## src/logic/gb_pkg.sv

```systemverilog
// gaussian blur shared types
// image geometry, beats and the 3x3 kernel
package gb_pkg;

    localparam int IMG_W      = 8;
    localparam int IMG_H      = 6;
    localparam int X_W        = 3;
    localparam int Y_W        = 3;
    localparam int FIFO_DEPTH = 32;
    localparam int FIFO_PTR_W = $clog2(FIFO_DEPTH);

    typedef logic [7:0] pixel_t;

    typedef struct packed {
        logic [X_W-1:0] x;
        logic [Y_W-1:0] y;
    } coord_t;

    // pRC, row then column, p00 is top-left
    typedef struct packed {
        pixel_t p00;
        pixel_t p01;
        pixel_t p02;
        pixel_t p10;
        pixel_t p11;
        pixel_t p12;
        pixel_t p20;
        pixel_t p21;
        pixel_t p22;
    } window_t;

    typedef struct packed {
        pixel_t pix;
        coord_t pos;    // window centre
    } blur_beat_t;

    typedef enum logic [1:0] {IDLE, LOAD, REPLAY, DRAIN} replay_state_t;

    // 1 2 1 / 2 4 2 / 1 2 1, sum over 16 truncated
    function automatic pixel_t blur3x3(input window_t w);
        logic [11:0] sum;
        sum = 12'(w.p00) + 12'(w.p02) + 12'(w.p20) + 12'(w.p22);
        sum = sum + (12'(w.p01) << 1) + (12'(w.p10) << 1);
        sum = sum + (12'(w.p12) << 1) + (12'(w.p21) << 1);
        sum = sum + (12'(w.p11) << 2);
        return sum[11:4];
    endfunction

endpackage
```

## src/logic/gb_eq_top.sv

```systemverilog
// blur equivalence top
// streaming engine against frame replay
module gb_eq_top (
    input  logic               clk,
    input  logic               rst_init,
    input  logic               in_valid,
    input  gb_pkg::pixel_t     in_pixel,
    output logic               out_valid,
    output gb_pkg::blur_beat_t out_beat,
    output logic               cmp_valid,
    output logic               mismatch,
    output logic [4:0]         match_count,
    output logic               frame_done,
    output logic               overflow
);

    import gb_pkg::*;

    coord_t     load_pos;
    logic       load_end;
    logic       frame_start;
    logic       rd_en;
    coord_t     rd_pos;
    logic       spec_valid;
    blur_beat_t spec_beat;
    logic       pop;
    logic       pairs_idle;
    blur_beat_t a_beat;
    blur_beat_t b_beat;
    logic       a_empty;
    logic       b_empty;
    logic       a_overflow;
    logic       b_overflow;

    // write address for the frame memory
    frame_scan u_load_scan (
        .clk       (clk),
        .rst_init  (rst_init),
        .step      (in_valid),
        .x_lo      (X_W'(0)),
        .y_lo      (Y_W'(0)),
        .x_hi      (X_W'(IMG_W - 1)),
        .y_hi      (Y_W'(IMG_H - 1)),
        .pos       (load_pos),
        .frame_end (load_end)
    );

    stencil_pipe u_stencil (
        .clk       (clk),
        .rst_init  (rst_init),
        .in_valid  (in_valid),
        .in_pixel  (in_pixel),
        .out_valid (out_valid),
        .out_beat  (out_beat)
    );

    spec_blur u_spec (
        .clk        (clk),
        .rst_init   (rst_init),
        .in_valid   (in_valid),
        .in_pixel   (in_pixel),
        .load_pos   (load_pos),
        .rd_en      (rd_en),
        .rd_pos     (rd_pos),
        .beat_valid (spec_valid),
        .beat       (spec_beat)
    );

    replay_fsm u_replay (
        .clk         (clk),
        .rst_init    (rst_init),
        .in_valid    (in_valid),
        .load_end    (load_end),
        .pairs_idle  (pairs_idle),
        .frame_start (frame_start),
        .frame_done  (frame_done),
        .rd_en       (rd_en),
        .rd_pos      (rd_pos)
    );

    beat_fifo #(.payload_t(blur_beat_t)) u_fifo_a (
        .clk       (clk),
        .rst_init  (rst_init),
        .push      (out_valid),
        .push_data (out_beat),
        .pop       (pop),
        .pop_data  (a_beat),
        .empty     (a_empty),
        .overflow  (a_overflow)
    );

    beat_fifo #(.payload_t(blur_beat_t)) u_fifo_b (
        .clk       (clk),
        .rst_init  (rst_init),
        .push      (spec_valid),
        .push_data (spec_beat),
        .pop       (pop),
        .pop_data  (b_beat),
        .empty     (b_empty),
        .overflow  (b_overflow)
    );

    eq_check u_check (
        .clk         (clk),
        .rst_init    (rst_init),
        .frame_start (frame_start),
        .a_empty     (a_empty),
        .b_empty     (b_empty),
        .a_beat      (a_beat),
        .b_beat      (b_beat),
        .pop         (pop),
        .cmp_valid   (cmp_valid),
        .mismatch    (mismatch),
        .match_count (match_count),
        .pairs_idle  (pairs_idle)
    );

    assign overflow = a_overflow | b_overflow;

endmodule

```

## src/logic/eq_check.sv

```systemverilog
// paired beat comparator
module eq_check (
    input  logic               clk,
    input  logic               rst_init,
    input  logic               frame_start,
    input  logic               a_empty,
    input  logic               b_empty,
    input  gb_pkg::blur_beat_t a_beat,
    input  gb_pkg::blur_beat_t b_beat,
    output logic               pop,
    output logic               cmp_valid,
    output logic               mismatch,
    output logic [4:0]         match_count,
    output logic               pairs_idle
);

    import gb_pkg::*;

    blur_beat_t a_q;
    blur_beat_t b_q;

    assign pop        = !a_empty && !b_empty;
    assign pairs_idle = a_empty && b_empty && !cmp_valid;   // nothing queued or pending

    always_ff @(posedge clk) begin
        if (pop) begin
            a_q <= a_beat;
            b_q <= b_beat;
        end
    end

    always_ff @(posedge clk) begin
        if (rst_init) begin
            cmp_valid   <= 1'b0;
            mismatch    <= 1'b0;
            match_count <= '0;
        end else begin
            cmp_valid <= pop;
            if (frame_start) begin
                match_count <= '0;
            end else if (cmp_valid && (a_q == b_q)) begin
                match_count <= match_count + 1'b1;
            end
            if (cmp_valid && (a_q != b_q)) begin
                mismatch <= 1'b1;   // held until reset
            end
        end
    end

endmodule

```

## src/logic/beat_fifo.sv

```systemverilog
// circular beat queue
module beat_fifo #(
    parameter type payload_t = gb_pkg::blur_beat_t
) (
    input  logic     clk,
    input  logic     rst_init,
    input  logic     push,
    input  payload_t push_data,
    input  logic     pop,
    output payload_t pop_data,
    output logic     empty,
    output logic     overflow
);

    import gb_pkg::*;

    payload_t              mem [FIFO_DEPTH];
    logic [FIFO_PTR_W-1:0] wr_ptr;
    logic [FIFO_PTR_W-1:0] rd_ptr;
    logic [FIFO_PTR_W:0]   count;
    logic                  full;
    logic                  do_push;
    logic                  do_pop;

    assign empty   = (count == '0);
    assign full    = (count == (FIFO_PTR_W + 1)'(FIFO_DEPTH));
    assign do_push = push && !full;   // drop when full
    assign do_pop  = pop && !empty;
    assign pop_data = mem[rd_ptr];

    always_ff @(posedge clk) begin
        if (do_push) begin
            mem[wr_ptr] <= push_data;
        end
    end

    always_ff @(posedge clk) begin
        if (rst_init) begin
            wr_ptr   <= '0;
            rd_ptr   <= '0;
            count    <= '0;
            overflow <= 1'b0;
        end else begin
            if (do_push) begin
                wr_ptr <= (wr_ptr == FIFO_PTR_W'(FIFO_DEPTH - 1)) ? '0 : wr_ptr + 1'b1;
            end
            if (do_pop) begin
                rd_ptr <= (rd_ptr == FIFO_PTR_W'(FIFO_DEPTH - 1)) ? '0 : rd_ptr + 1'b1;
            end
            case ({do_push, do_pop})
                2'b10:   count <= count + 1'b1;
                2'b01:   count <= count - 1'b1;
                default: count <= count;
            endcase
            if (push && full) begin
                overflow <= 1'b1;   // sticky
            end
        end
    end

endmodule

```

## src/logic/replay_fsm.sv

```systemverilog
// frame load / replay / drain sequencer
module replay_fsm (
    input  logic           clk,
    input  logic           rst_init,
    input  logic           in_valid,
    input  logic           load_end,
    input  logic           pairs_idle,
    output logic           frame_start,
    output logic           frame_done,
    output logic           rd_en,
    output gb_pkg::coord_t rd_pos
);

    import gb_pkg::*;

    replay_state_t state;
    replay_state_t state_nxt;
    logic          replay_end;

    // interior centres only
    frame_scan u_replay_scan (
        .clk       (clk),
        .rst_init  (rst_init),
        .step      (rd_en),
        .x_lo      (X_W'(1)),
        .y_lo      (Y_W'(1)),
        .x_hi      (X_W'(IMG_W - 2)),
        .y_hi      (Y_W'(IMG_H - 2)),
        .pos       (rd_pos),
        .frame_end (replay_end)
    );

    always_comb begin
        state_nxt = state;
        case (state)
            IDLE:    if (in_valid) state_nxt = LOAD;
            LOAD:    if (load_end) state_nxt = REPLAY;
            REPLAY:  if (replay_end) state_nxt = DRAIN;
            DRAIN:   if (pairs_idle) state_nxt = IDLE;
            default: state_nxt = IDLE;
        endcase
    end

    always_ff @(posedge clk) begin
        if (rst_init) begin
            state <= IDLE;
        end else begin
            state <= state_nxt;
        end
    end

    assign frame_start = (state == IDLE) && in_valid;
    assign rd_en       = (state == REPLAY);
    assign frame_done  = (state == DRAIN) && pairs_idle; // one cycle, back to IDLE

endmodule

```

## src/logic/spec_blur.sv

```systemverilog
// reference blur from a full frame memory
module spec_blur (
    input  logic               clk,
    input  logic               rst_init,
    input  logic               in_valid,
    input  gb_pkg::pixel_t     in_pixel,
    input  gb_pkg::coord_t     load_pos,
    input  logic               rd_en,
    input  gb_pkg::coord_t     rd_pos,
    output logic               beat_valid,
    output gb_pkg::blur_beat_t beat
);

    import gb_pkg::*;

    pixel_t         frame_mem [IMG_H][IMG_W];
    window_t        win;
    logic [X_W-1:0] xm;
    logic [X_W-1:0] xp;
    logic [Y_W-1:0] ym;
    logic [Y_W-1:0] yp;

    always_ff @(posedge clk) begin
        if (in_valid) begin
            frame_mem[load_pos.y][load_pos.x] <= in_pixel;
        end
    end

    // neighbours of an interior centre
    always_comb begin
        xm = rd_pos.x - 1'b1;
        xp = rd_pos.x + 1'b1;
        ym = rd_pos.y - 1'b1;
        yp = rd_pos.y + 1'b1;
        win.p00 = frame_mem[ym][xm];
        win.p01 = frame_mem[ym][rd_pos.x];
        win.p02 = frame_mem[ym][xp];
        win.p10 = frame_mem[rd_pos.y][xm];
        win.p11 = frame_mem[rd_pos.y][rd_pos.x];
        win.p12 = frame_mem[rd_pos.y][xp];
        win.p20 = frame_mem[yp][xm];
        win.p21 = frame_mem[yp][rd_pos.x];
        win.p22 = frame_mem[yp][xp];
    end

    always_ff @(posedge clk) begin
        if (rst_init) begin
            beat_valid <= 1'b0;
        end else begin
            beat_valid <= rd_en;
        end
    end

    always_ff @(posedge clk) begin
        if (rd_en) begin
            beat.pix <= blur3x3(win);
            beat.pos <= rd_pos;
        end
    end

endmodule

```

## src/logic/stencil_pipe.sv

```systemverilog
// streaming 3x3 blur
// two line buffers feeding a shifting window
module stencil_pipe (
    input  logic               clk,
    input  logic               rst_init,
    input  logic               in_valid,
    input  gb_pkg::pixel_t     in_pixel,
    output logic               out_valid,
    output gb_pkg::blur_beat_t out_beat
);

    import gb_pkg::*;

    coord_t  pos;
    pixel_t  row1_buf [IMG_W];  // previous row
    pixel_t  row2_buf [IMG_W];  // two rows up
    window_t win;
    coord_t  s1_pos;
    logic    s1_valid;
    logic    qualify;
    coord_t  centre;

    frame_scan u_scan (
        .clk       (clk),
        .rst_init  (rst_init),
        .step      (in_valid),
        .x_lo      (X_W'(0)),
        .y_lo      (Y_W'(0)),
        .x_hi      (X_W'(IMG_W - 1)),
        .y_hi      (Y_W'(IMG_H - 1)),
        .pos       (pos),
        .frame_end ()
    );

    assign qualify  = (pos.x >= X_W'(2)) && (pos.y >= Y_W'(2));
    assign centre.x = pos.x - 1'b1;
    assign centre.y = pos.y - 1'b1;

    // stage 1, the window itself is the pipeline register
    always_ff @(posedge clk) begin
        if (in_valid) begin
            row2_buf[pos.x] <= row1_buf[pos.x];
            row1_buf[pos.x] <= in_pixel;

            win.p00 <= win.p01;
            win.p01 <= win.p02;
            win.p02 <= row2_buf[pos.x];
            win.p10 <= win.p11;
            win.p11 <= win.p12;
            win.p12 <= row1_buf[pos.x];
            win.p20 <= win.p21;
            win.p21 <= win.p22;
            win.p22 <= in_pixel;

            s1_pos <= centre;
        end
    end

    always_ff @(posedge clk) begin
        if (rst_init) begin
            s1_valid  <= 1'b0;
            out_valid <= 1'b0;
        end else begin
            s1_valid  <= in_valid && qualify;
            out_valid <= s1_valid;
        end
    end

    // stage 2, kernel
    always_ff @(posedge clk) begin
        if (s1_valid) begin
            out_beat.pix <= blur3x3(win);   // win still holds the stage 1 window
            out_beat.pos <= s1_pos;
        end
    end

endmodule

```

## src/logic/frame_scan.sv

```systemverilog
// raster position counter
module frame_scan (
    input  logic                 clk,
    input  logic                 rst_init,
    input  logic                 step,
    input  logic [gb_pkg::X_W-1:0] x_lo,
    input  logic [gb_pkg::Y_W-1:0] y_lo,
    input  logic [gb_pkg::X_W-1:0] x_hi,
    input  logic [gb_pkg::Y_W-1:0] y_hi,
    output gb_pkg::coord_t       pos,
    output logic                 frame_end
);

    logic row_end;

    assign row_end   = (pos.x == x_hi);
    assign frame_end = step && row_end && (pos.y == y_hi);

    always_ff @(posedge clk) begin
        if (rst_init) begin
            pos.x <= x_lo;
            pos.y <= y_lo;
        end else if (step) begin
            if (row_end) begin
                pos.x <= x_lo;
                pos.y <= (pos.y == y_hi) ? y_lo : pos.y + 1'b1; // wrap to origin
            end else begin
                pos.x <= pos.x + 1'b1;
            end
        end
    end

endmodule

```

## config.mk

```make
export PLATFORM = sky130hd
export DESIGN_NAME = gb_eq_top
export DESIGN_NICKNAME = d
export VERILOG_FILES = /design/src/logic/gb_pkg.sv /design/src/logic/gb_eq_top.sv /design/src/logic/eq_check.sv /design/src/logic/beat_fifo.sv /design/src/logic/replay_fsm.sv /design/src/logic/spec_blur.sv /design/src/logic/stencil_pipe.sv /design/src/logic/frame_scan.sv
export SDC_FILE = /design/constraint.sdc
export NUM_CORES = 2
export LEC_CHECK = 0
export BUFFER_PORTS_ARGS = -buffer_cell sky130_fd_sc_hd__clkbuf_2
export CELL_PAD_IN_SITES_DETAIL_PLACEMENT = 0
export CELL_PAD_IN_SITES_GLOBAL_PLACEMENT = 1
export CORE_MARGIN = 1.5
export CORE_UTILIZATION = 30
export CTS_CLUSTER_SIZE = 16
export DETAILED_ROUTE_END_ITERATION = 10
export GPL_TIMING_DRIVEN = 0
export PLACE_DENSITY_LB_ADDON = 0.12
export SYNTH_ARGS = -nofsm -noshare
export SYNTH_HDL_FRONTEND = slang
export SYNTH_HIERARCHICAL = 1
export SYNTH_SLANG_ARGS = --single-unit
```

## constraint.sdc

```tcl
create_clock -name clk -period 11.22 [get_ports clk]
set_input_delay 2.244 -clock clk [delete_from_list [all_inputs] [get_ports clk]]
set_output_delay 2.244 -clock clk [all_outputs]
set_load 0.02 [all_outputs]
```

==> flow_summary_export.csv <==
group,metric,value,unit
grt,grt_start_max_net_pins,61,
place,dp_hpwl,190000,um
clocking,clock-sinks,1616,
timing,timing.final.crit_share,91.2,%
worst_hold_path,hold_path_class,"reg2reg",
routing,route.detailed.vias_per_inst,5.22,
timing,post-route-worst-setup-slack,992,ps
power_and_ir_drop,cellPowerDensity,304,mW/mm^2
worst_setup_path,cp_common_cell,"sky130_fd_sc_hd__fa_1",
worst_setup_path,timing.critical_path.to_type,"register",
timing,pins_over_slew_limit,0,
grt,grt_first_pass_wirelength,363000,um
floorplanning,boundaryPins,35,
routing,route.met3.wl,12900,um
clocking,clock_tree_from_tritoncts,"built",
cells_and_area,nets,5140,
routing,drt_wl_total,263000,um
timing,setup_violations,0,
power_and_ir_drop,irDropWorstVdd,1080,uV
power_and_ir_drop,p_leak,0.0287,uW
cells_and_area,drive_gt1_share,20.9,%
timing,fmax,0.0978,GHz
clocking,cts-htree-levels,4,
grt,antenna_found_initial,5,
routing,detailroute.via_count,44200,
clocking,cts-resized-gates,0,
clocking,cts_inserted_buffers,185,
clocking,post-cts-setup-buffers,0,
cells_and_area,fin_area,0.0878,mm^2
timing,clock-skew-final,74.2,ps
cells_and_area,area.growth.synth_to_final,16.0,%
timing,finalSetupTns,0,ps
floorplanning,die-width,505,um
clocking,cts.hold.buffers_added,0,
floorplanning,core_area,0.251,mm^2
routing,routed-wl-met2,125000,um
clocking,worst_setup_hold_path_clk_slew,60,ps
worst_setup_path,critical-path-max-stage-delay,870,ps
routing,wl_met1,118000,um
place,globalplace.congestion,0.986,
place,postPlaceCellArea,0.0815,mm^2
routing,drc,0,
synth,synthesis.area_per_instance,16.3,um^2
cells_and_area,n_fill_cell,24000,
place,dpl_worst_slack,831,ps
floorplanning,initial_utilization,30.1,%
worst_setup_path,cp.required,11820,ps
routing,drt_pre_antenna_iters,8,
routing,first_iter_violations,4236,
clocking,insertion_delay,850,ps
floorplanning,fp-row-count,184,
grt,grt_remaining_overflow,0,
timing,period_needed,10230,ps
worst_setup_path,arrival,10820,ps
worst_setup_path,worst_path_max_fanout,10,
job,max_cap_violations,0,
outcome,outcome,"finished, final reports clean",
synth,synthesis.area,0.0757,mm^2
routing,routed_wire_length_per_instance,31.0,um
timing,finalHoldViolations,0,
grt,grt_pass1_vias,44100,
clocking,cts.path.max_buffers,3,
synth,synth_warnings,6,
place,portBuffers,34,
routing,maxUsedRoutingLayer,"met4",
timing,max_slew_margin_vs_limit,7.64,%
worst_setup_path,path_class,"reg2reg",
clocking,cts.root.buffer_cell,"sky130_fd_sc_hd__clkbuf_16",
floorplanning,design.die.area,0.255,mm^2
timing,unrepaired_setup_endpoints_after_global_routing,"false",
worst_setup_path,timing.critical_path.slowest_stage_cell,"sky130_fd_sc_hd__buf_1",
floorplanning,die_h,505,um
timing,measured_slew_at_the_worst_slew_check_pin,1390,ps
grt,gr-usage-all-layers,20.3,%
synth,syn_inst,4633,
worst_setup_path,crit_path_start_kind,"register",
routing,antenna_violating_nets_post_route,0,
[area by class of cell]
class                      instances  area, um^2  area share, %
antenna                            6        15.0         0.0171
buffer                           276        1660           1.89
clock buffer                     223        4780           5.45
clock inverter                   119        1230           1.40
inverter                         187         707          0.806
multi-input combinational       2584       25600           29.2
sequential                      1616       48000           54.7
tap                             3348        4190           4.77
timing repair buffer             109        1600           1.83
[critical path: cells and delay by family (launching register included)]
kind            cells  cell delay, ps
mux                 2             880
flops               1             600
compound gates      7            1610
fa+ha+maj           6            2700
simple gates        3             570
xor+xnor            1             400
buf+inv            11            3080
[worst paths after layout]
kind	from	endpoint	slack (ps)	cells after the start
hold reg to reg	u_stencil/win[4]	u_stencil/win[12]	390	0
setup / recovery	u_replay/u_replay_scan/pos[0]	u_spec/beat[13]	990	30
hold / removal	u_stencil/win[4]	u_stencil/win[12]	390	0
setup reg to reg	u_replay/u_replay_scan/pos[0]	u_spec/beat[13]	990	30
[per-layer routing]
| metal | vias to the layer above | global-route usage, % |
|---|---|---|
| li1 | 19000 | - |
| met5 | - | 0 |
| met3 | 319 | 3.10 |
| met4 | 0 | 5.80 |
| met1 | 23600 | 28.2 |
| met2 | 1353 | 32.9 |
[placed cells by master (no fill, tap or decap), types with 50 or more instances in the layout]
master and n:
sky130_fd_sc_hd__edfxtp_1 1560, sky130_fd_sc_hd__mux2i_1 432, sky130_fd_sc_hd__mux4_2 327, sky130_fd_sc_hd__nor2_1 250
sky130_fd_sc_hd__a21oi_1 216, sky130_fd_sc_hd__nand2_1 202, sky130_fd_sc_hd__clkbuf_16 185, sky130_fd_sc_hd__inv_1 182
sky130_fd_sc_hd__a22oi_1 142, sky130_fd_sc_hd__clkbuf_1 122, sky130_fd_sc_hd__nand3_1 108, sky130_fd_sc_hd__fa_1 104
sky130_fd_sc_hd__buf_2 100, sky130_fd_sc_hd__o21ai_0 74, sky130_fd_sc_hd__ha_1 66, sky130_fd_sc_hd__nor2_2 62
sky130_fd_sc_hd__dfxtp_1 56, sky130_fd_sc_hd__buf_6 50
[power breakdown]
group	internal [uW]	total, uW	switching [uW]
Clock	3410	5970	2560
Combinational	4730	12700	8010
Sequential	7610	7950	347
Total	15700	26700	10900
[registers in the layout, summed over array words and instances, names as in the netlist, 6 cells and up, named ones only]
signal	flops
u_fifo_a/mem	448
u_fifo_b/mem	448
u_spec/frame_mem	384
u_stencil/win	72
u_stencil/row1_buf	64
u_stencil/row2_buf	64
u_check/a_q	14
u_check/b_q	14
u_spec/beat	14
u_stencil/out_beat	14
u_fifo_a/count	6
u_fifo_b/count	6
u_load_scan/pos	6
u_replay/u_replay_scan/pos	6
u_stencil/s1_pos	6
u_stencil/u_scan/pos	6
[per-stage QoR]
step / hold slack, ps / util (%) / total power [uW] / cells
2_1_floorplan: 400 / - / 16500 / 4663
3_3_place_gp: 416 / 31.9 / 20900 / 8045
3_5_place_dp: 418 / 32.5 / 21000 / 8109
4_1_cts: 371 / 34.9 / 27000 / 8451
5_1_grt: 404 / 35.0 / 28400 / 8463
6_report: 387 / 35.0 / 26700 / 8468
Note: power is estimated with default switching activity, not from simulation.
